===== src/hw/mips_pkg.sv =====
package mips_pkg;

    //////////////////////////////
    // Widths and field types
    //////////////////////////////

    // Data path word width
    localparam int WORD_W = 32;

    // Data or address word
    typedef logic [WORD_W-1:0] word_t;
    // Full instruction
    typedef logic [31:0] instr_t;
    // Opcode field, funct field shares the width
    typedef logic [5:0] opcode_t;
    // Register number
    typedef logic [4:0] reg_addr_t;
    // ALU operation class from main decoder
    typedef logic [1:0] alu_op_t;
    // ALU operation code
    typedef logic [3:0] alu_code_t;

    //////////////////////////////
    // Opcodes
    //////////////////////////////

    localparam opcode_t OP_RTYPE = 6'b000000;
    localparam opcode_t OP_LW    = 6'b100011;
    localparam opcode_t OP_SW    = 6'b101011;
    localparam opcode_t OP_BEQ   = 6'b000100;
    localparam opcode_t OP_J     = 6'b000010;

    // R-type funct codes
    localparam opcode_t FN_ADD = 6'b100000;
    localparam opcode_t FN_SUB = 6'b100010;
    localparam opcode_t FN_AND = 6'b100100;
    localparam opcode_t FN_OR  = 6'b100101;
    localparam opcode_t FN_SLT = 6'b101010;

    // ALU operation classes
    localparam alu_op_t ALUOP_MEM    = 2'b00;
    localparam alu_op_t ALUOP_BRANCH = 2'b01;
    localparam alu_op_t ALUOP_RTYPE  = 2'b10;

    // ALU codes
    localparam alu_code_t ALU_AND = 4'b0000;
    localparam alu_code_t ALU_OR  = 4'b0001;
    localparam alu_code_t ALU_ADD = 4'b0010;
    localparam alu_code_t ALU_SUB = 4'b0110;
    localparam alu_code_t ALU_SLT = 4'b0111;

endpackage


===== src/hw/ctrl_if.sv =====
`timescale 1ns/1ps

interface ctrl_if;
    import mips_pkg::*;

    // Destination select, rd when high
    logic      reg_dst;
    logic      jump;
    logic      branch;
    logic      mem_read;
    logic      mem_to_reg;
    logic      mem_write;
    // Immediate as ALU operand B
    logic      alu_src;
    logic      reg_write;
    alu_code_t alu_code;

    // Decoder side
    modport dec (
        output reg_dst, jump, branch, mem_read, mem_to_reg,
        output mem_write, alu_src, reg_write, alu_code
    );

    // Datapath side
    modport dp (
        input reg_dst, jump, branch, mem_read, mem_to_reg,
        input mem_write, alu_src, reg_write, alu_code
    );

endinterface


===== src/hw/alu_control.sv =====
`timescale 1ns/1ps

module alu_control (
    input  mips_pkg::opcode_t   i_funct,
    input  mips_pkg::alu_op_t   i_alu_op,
    output mips_pkg::alu_code_t o_alu_code
);
    import mips_pkg::*;

    always_comb
    begin
        case (i_alu_op)
            // lw and sw address add
            ALUOP_MEM:    o_alu_code = ALU_ADD;
            // beq compares by subtraction
            ALUOP_BRANCH: o_alu_code = ALU_SUB;
            ALUOP_RTYPE:
            begin
                // Operation from funct field
                case (i_funct)
                    FN_ADD:  o_alu_code = ALU_ADD;
                    FN_SUB:  o_alu_code = ALU_SUB;
                    FN_AND:  o_alu_code = ALU_AND;
                    FN_OR:   o_alu_code = ALU_OR;
                    FN_SLT:  o_alu_code = ALU_SLT;
                    // Unsupported funct falls back to add
                    default: o_alu_code = ALU_ADD;
                endcase
            end
            default:      o_alu_code = ALU_ADD;
        endcase
    end

endmodule


===== src/hw/control.sv =====
`timescale 1ns/1ps

module control (
    input  mips_pkg::opcode_t i_opcode,
    input  mips_pkg::opcode_t i_funct,
    ctrl_if.dec               o_ctrl
);
    import mips_pkg::*;

    // Class handed to the ALU decoder
    alu_op_t   alu_op;
    alu_code_t alu_code;

    //////////////////////////////
    // Main decoder
    //////////////////////////////

    always_comb
    begin
        // Unknown opcode behaves as a no-op
        alu_op            = ALUOP_MEM;
        o_ctrl.reg_dst    = 1'b0;
        o_ctrl.jump       = 1'b0;
        o_ctrl.branch     = 1'b0;
        o_ctrl.mem_read   = 1'b0;
        o_ctrl.mem_to_reg = 1'b0;
        o_ctrl.mem_write  = 1'b0;
        o_ctrl.alu_src    = 1'b0;
        o_ctrl.reg_write  = 1'b0;
        case (i_opcode)
            OP_RTYPE:
            begin
                // Write rd with the ALU result
                alu_op           = ALUOP_RTYPE;
                o_ctrl.reg_dst   = 1'b1;
                o_ctrl.reg_write = 1'b1;
            end
            OP_LW:
            begin
                // Base plus offset, load into rt
                o_ctrl.alu_src    = 1'b1;
                o_ctrl.mem_read   = 1'b1;
                o_ctrl.mem_to_reg = 1'b1;
                o_ctrl.reg_write  = 1'b1;
            end
            OP_SW:
            begin
                o_ctrl.alu_src   = 1'b1;
                o_ctrl.mem_write = 1'b1;
            end
            OP_BEQ:
            begin
                // Compare by subtraction
                alu_op        = ALUOP_BRANCH;
                o_ctrl.branch = 1'b1;
            end
            OP_J:
            begin
                o_ctrl.jump = 1'b1;
            end
            default:
            begin
                alu_op = ALUOP_MEM;
            end
        endcase
    end

    // ALU code from class and funct
    alu_control u_alu_control (
        .i_funct   (i_funct),
        .i_alu_op  (alu_op),
        .o_alu_code(alu_code)
    );

    assign o_ctrl.alu_code = alu_code;

    // Load and store never decoded together
    always_comb
    begin
        a_mem_excl: assert final (!(o_ctrl.mem_read && o_ctrl.mem_write));
    end

endmodule


===== src/flat_wrapper.sv =====
// flat-port wrapper written by rule: the top's interface ports become plain ports
module control_flat import mips_pkg::*;
  (i_opcode, i_funct, o_ctrl_reg_dst, o_ctrl_jump, o_ctrl_branch, o_ctrl_mem_read, o_ctrl_mem_to_reg, o_ctrl_mem_write, o_ctrl_alu_src, o_ctrl_reg_write, o_ctrl_alu_code);
  ctrl_if o_ctrl_i ();
  input  mips_pkg::opcode_t i_opcode;
  input  mips_pkg::opcode_t i_funct;
  output wire logic [$bits(o_ctrl_i.reg_dst)-1:0] o_ctrl_reg_dst;
  output wire logic [$bits(o_ctrl_i.jump)-1:0] o_ctrl_jump;
  output wire logic [$bits(o_ctrl_i.branch)-1:0] o_ctrl_branch;
  output wire logic [$bits(o_ctrl_i.mem_read)-1:0] o_ctrl_mem_read;
  output wire logic [$bits(o_ctrl_i.mem_to_reg)-1:0] o_ctrl_mem_to_reg;
  output wire logic [$bits(o_ctrl_i.mem_write)-1:0] o_ctrl_mem_write;
  output wire logic [$bits(o_ctrl_i.alu_src)-1:0] o_ctrl_alu_src;
  output wire logic [$bits(o_ctrl_i.reg_write)-1:0] o_ctrl_reg_write;
  output wire logic [$bits(o_ctrl_i.alu_code)-1:0] o_ctrl_alu_code;
  assign o_ctrl_reg_dst = o_ctrl_i.reg_dst;
  assign o_ctrl_jump = o_ctrl_i.jump;
  assign o_ctrl_branch = o_ctrl_i.branch;
  assign o_ctrl_mem_read = o_ctrl_i.mem_read;
  assign o_ctrl_mem_to_reg = o_ctrl_i.mem_to_reg;
  assign o_ctrl_mem_write = o_ctrl_i.mem_write;
  assign o_ctrl_alu_src = o_ctrl_i.alu_src;
  assign o_ctrl_reg_write = o_ctrl_i.reg_write;
  assign o_ctrl_alu_code = o_ctrl_i.alu_code;
  control u_core (.i_opcode(i_opcode), .i_funct(i_funct), .o_ctrl(o_ctrl_i));
endmodule

===== config.mk =====
export PLATFORM = sky130hd
export DESIGN_NAME = control_flat
export DESIGN_NICKNAME = d
export VERILOG_FILES = /design/src/hw/mips_pkg.sv /design/src/hw/ctrl_if.sv /design/src/hw/alu_control.sv /design/src/hw/control.sv /design/src/flat_wrapper.sv
export SDC_FILE = /design/constraint.sdc
export NUM_CORES = 1
export LEC_CHECK = 0
export BUFFER_PORTS_ARGS = -buffer_cell sky130_fd_sc_hd__buf_2
export CAP_MARGIN = 30
export CORE_AREA = 5 5 42 44
export DETAILED_ROUTE_END_ITERATION = 12
export DIE_AREA = 0 0 47 49
export PLACE_DENSITY = 0.42
export SLEW_MARGIN = 5
export SYNTH_ARGS = -nofsm -noshare
export SYNTH_HDL_FRONTEND = slang
export SYNTH_HIERARCHICAL = 1
export SYNTH_SLANG_ARGS = --single-unit

===== constraint.sdc =====
create_clock -name vclk -period 3.18
set_input_delay 0.159 -clock vclk [all_inputs]
set_output_delay 0.159 -clock vclk [all_outputs]
set_load 0.02 [all_outputs]

* Yosys cells after proc, flatten, opt, wreduce, memory -nomap -nowiden
Cells that the tools add are included.
Widths: inputs -> output; s select.
** Cells by class
- Eq/ne operators :: 10
- Muxes and demuxes :: 10
- Reduce and logical (&&, ||, !) cells :: 3
** Operators by type and width (number)
- $eq 6x6->1 const B :: 6
- $pmux 3 s4 :: 1
- $mux 1 :: 7
- $eq 6x2->1 const B :: 1
- $eq 6x3->1 const B :: 1
- $logic_not 6->1 :: 1
- $pmux 3 s2 :: 1
- $pmux 2 s2 :: 1
- $reduce_or 2->1 :: 2
- $eq 2x1->1 const B :: 1
- $eq 2x2->1 const B :: 1
** Storage, ports and cells
- Register bits after elaboration :: 0
- Input bits :: 12
- Logic and storage cells :: 23

* Depth between registers and ports, before layout
- Word-level depth :: 4
- Gate-level depth with buffers :: 6
- Depth with buffers taken out :: 6

* Hierarchy
The synthesis kept the hierarchy.
** By module, submodules not included
- alu_control :: instances 1, cells an instance 17, area each 130.1 sq um, sequential area each 0.0 sq um
- control :: instances 1, cells an instance 15, area each 107.6 sq um, sequential area each 0.0 sq um

* Worst setup path after synthesis
No wires, ideal clock.
- Kind :: input -> output
- Start :: input i_opcode[4]
- End :: output o_ctrl_alu_code[2]
- Data arrival time :: 2125 ps
- Setup slack :: 896 ps
- Cell stages on the path :: 6
- Path buffers :: 0
- Path through :: or4_4 nor3b_2 inv_1 ha_1 nand4bb_1 o22ai_1
** Between the ends
- Longest elaborated chain between the ends :: 4
- Elaborated cells on any way between the ends :: 6
- Those cells by class :: eq/ne: 3; mux: 2; reduce/logical: 1
** RTL lines
- from (decl) :: RTL line flat_wrapper.sv:5 : input mips_pkg::opcode_t i_opcode;
- $eq 6x3->1 / $logic_not 6->1 (equally long branches) :: RTL line control.sv:30 : case (i_opcode)
- $pmux 2 s2 (*) :: RTL line control.sv:30
- $eq 2x2->1 / $eq 2x1->1 (equally long branches) :: RTL line alu_control.sv:12 : case (i_alu_op)
- $pmux 3 s2 (*) :: RTL line alu_control.sv:12
- to (decl) :: RTL line flat_wrapper.sv:15 : output wire logic [$bits(o_ctrl_i.alu_code)-1:0] o_ctrl_alu_code;
Mark *: on every way between the ends. The rest lies on a longest branch, timed or not.

* Worst setup path in the final report
Same ends and word-level chain as after synthesis.

==> impl_metrics.env <==
export IMPL_status="finished, final reports clean"
export IMPL_min_path_type="primary input to output pin"
export IMPL_drc_errors=0
export IMPL_endpoint="o_ctrl_alu_code[2]"
export IMPL_crit_type="primary input to output pin"
export IMPL_num_rows=14
export IMPL_synth_area_per_cell_um2=7.43
export IMPL_whs_ns=0.627
export IMPL_endpoint_kind="output pin"
export IMPL_ys_warn_count=6
export IMPL_ioPinCount=24
export IMPL_cp_arrival_ns=2.07
export IMPL_top_layer="met3"
export IMPL_dieHeight_um=49
export IMPL_areaGrowthSynthToFinish_pct=50.5
export IMPL_fin_crit_ns=2.23
export IMPL_irDropWorstVdd_v=0.0000249
export IMPL_ant_nets=0
export IMPL_whs_path_depth=3
export IMPL_met3_length_um=108
export IMPL_nFillCells=165
export IMPL_yosysTopAreaCell="ha_1"
export IMPL_grt_pass1_vias=283
export IMPL_final_hold_viol_count=0
export IMPL_dp_cells=69
export IMPL_place_port_buffers=23
export IMPL_finalCritPeriodShare_pct=70.0
export IMPL_crit_path_start="i_opcode[4]"
export IMPL_grt_max_degree=9
export IMPL_synthesis_nets=46
export IMPL_die_area_um2=2300
export IMPL_grt_pass1_wl_um=1220
export IMPL_fmax_ghz=0.449
export IMPL_leakage_nw=0.164
export IMPL_initial_core_util_pct=17.0
export IMPL_insertedDiodeCount=0
export IMPL_gp_congestion=0.710
export IMPL_wl_met1_um=350
export IMPL_setup_tns_final_ns=0
export IMPL_netlist_area_leader_share_pct=10.5
export IMPL_seq_cell_count=0
export IMPL_core_area_um2=1400
export IMPL_clkbuf_count=0
export IMPL_post_cts_setup_buffer_count=0
export IMPL_cts_resized=0
export IMPL_cellPowerDensity_nw_per_um2=74.9
export IMPL_final_cell_mix="23 x buf_2, 5 x nor3_1, 3 x nor2_1, 3 x inv_1"
export IMPL_synthCells=32
export IMPL_wl_per_cell_um=11.1
export IMPL_synth_cell_types=21
export IMPL_yosysSeqAreaShare_pct=0
export IMPL_layout_commonest_cell="buf_2"
export IMPL_via_per_inst=4.45
export IMPL_die_w_um=47
export IMPL_drt_initial_drc_count=4
export IMPL_final_seq_area_um2=0
export IMPL_met2_length_um=306
export IMPL_critPathRequiredTime_ns=3.02
export IMPL_netlist_top_cells_area="ha_1 11%, nor3_1 11%, nand4bb_1 9.5%"
export IMPL_drive_gt1_share_pct=50.9
export IMPL_hp_start="i_opcode[4]"
export IMPL_grt_total_usage_pct=6.32
export IMPL_finalWirelength_um=765
export IMPL_netlist_area_um2=238
export IMPL_finalMaxSlewViolations=0
export IMPL_setup_viol=0
export IMPL_rsz0062_at_grt="no"
export IMPL_drt_pass1_iterations=2
export IMPL_dp_hpwl_um=660
export IMPL_fin_cells=69
export IMPL_start_kind="primary input"
export IMPL_crit_fanout=4
export IMPL_num_nets_final=69
export IMPL_vias=307
export IMPL_antenna_found_initial=0
export IMPL_drv_cap=0
export IMPL_grt_overflow=0
export IMPL_cts_hold_fix_buffers=0
[cell usage after synthesis]
| library cell | instances |
|---|---|
| a2111oi_2 | 1 |
| a21oi_1 | 1 |
| a31oi_1 | 1 |
| and3_1 | 1 |
| buf_4 | 2 |
| conb_1 | 1 |
| ha_1 | 2 |
| inv_1 | 3 |
| nand3_1 | 1 |
| nand4b_1 | 1 |
| nand4bb_1 | 2 |
| nand4bb_2 | 1 |
| nor2_1 | 3 |
| nor3_1 | 5 |
| nor3b_1 | 1 |
| nor3b_2 | 1 |
| nor4b_1 | 1 |
| o22ai_1 | 1 |
| or3_1 | 1 |
| or3b_1 | 1 |
| or4_4 | 1 |
[final cells by class]
| cell class | count | area (um2) | share of cell area (%) |
|---|---|---|---|
| Timing Repair Buffer | 23 | 115 | 32.2 |
| Inverter | 3 | 11.3 | 3.15 |
| Multi-Input combinational cell | 27 | 211 | 59.1 |
| Tap cell | 16 | 20.0 | 5.59 |
[kinds of logic after synthesis]
family          count (synthesis)  synth area share [%]
simple gates                   20                  63.2
buf+inv                         5                  11.1
compound gates                  4                  13.7
fa+ha+maj                       2                  10.5
other cells                     1                  1.58
[metal layers]
layer,global-route usage (%),up-vias
li1,-,164
met1,8.48,124
met2,10.9,19
met3,1.11,0
met4,0,0
met5,0,-
[critical path: stages]
cell and delay (ns):
buf_2 0.12, or4_4 0.54, nor3b_2 0.26, inv_1 0.07, ha_1 0.34, nand4bb_1 0.24
o22ai_1 0.15, buf_2 0.19
[power by group]
part	switching (mW)	internal [mW]
sequential	0	0
clock	0	0
combinational	0.0151	0.0117
[through the flow]
step           util [%]  instance area (um2)  setup slack, ns  total power, mW
2_1_floorplan         -                  238            0.896           0.0118
3_3_place_gp       25.5                  358            0.975           0.0266
3_5_place_dp       25.5                  358            0.959           0.0266
4_1_cts            25.5                  358            0.944           0.0268
5_1_grt            25.5                  358            0.863           0.0290
6_report           25.5                  358            0.953           0.0268
[how the worst min path moves through the flow]
stage                  endpoint  slack (ns)
2_1_floorplan  o_ctrl_reg_write        0.36
3_3_place_gp   o_ctrl_reg_write        0.63
3_5_place_dp   o_ctrl_reg_write        0.63
4_1_cts        o_ctrl_reg_write        0.63
5_1_grt        o_ctrl_reg_write        0.64
6_report       o_ctrl_reg_write        0.63
(Power assumes the default switching activity.)
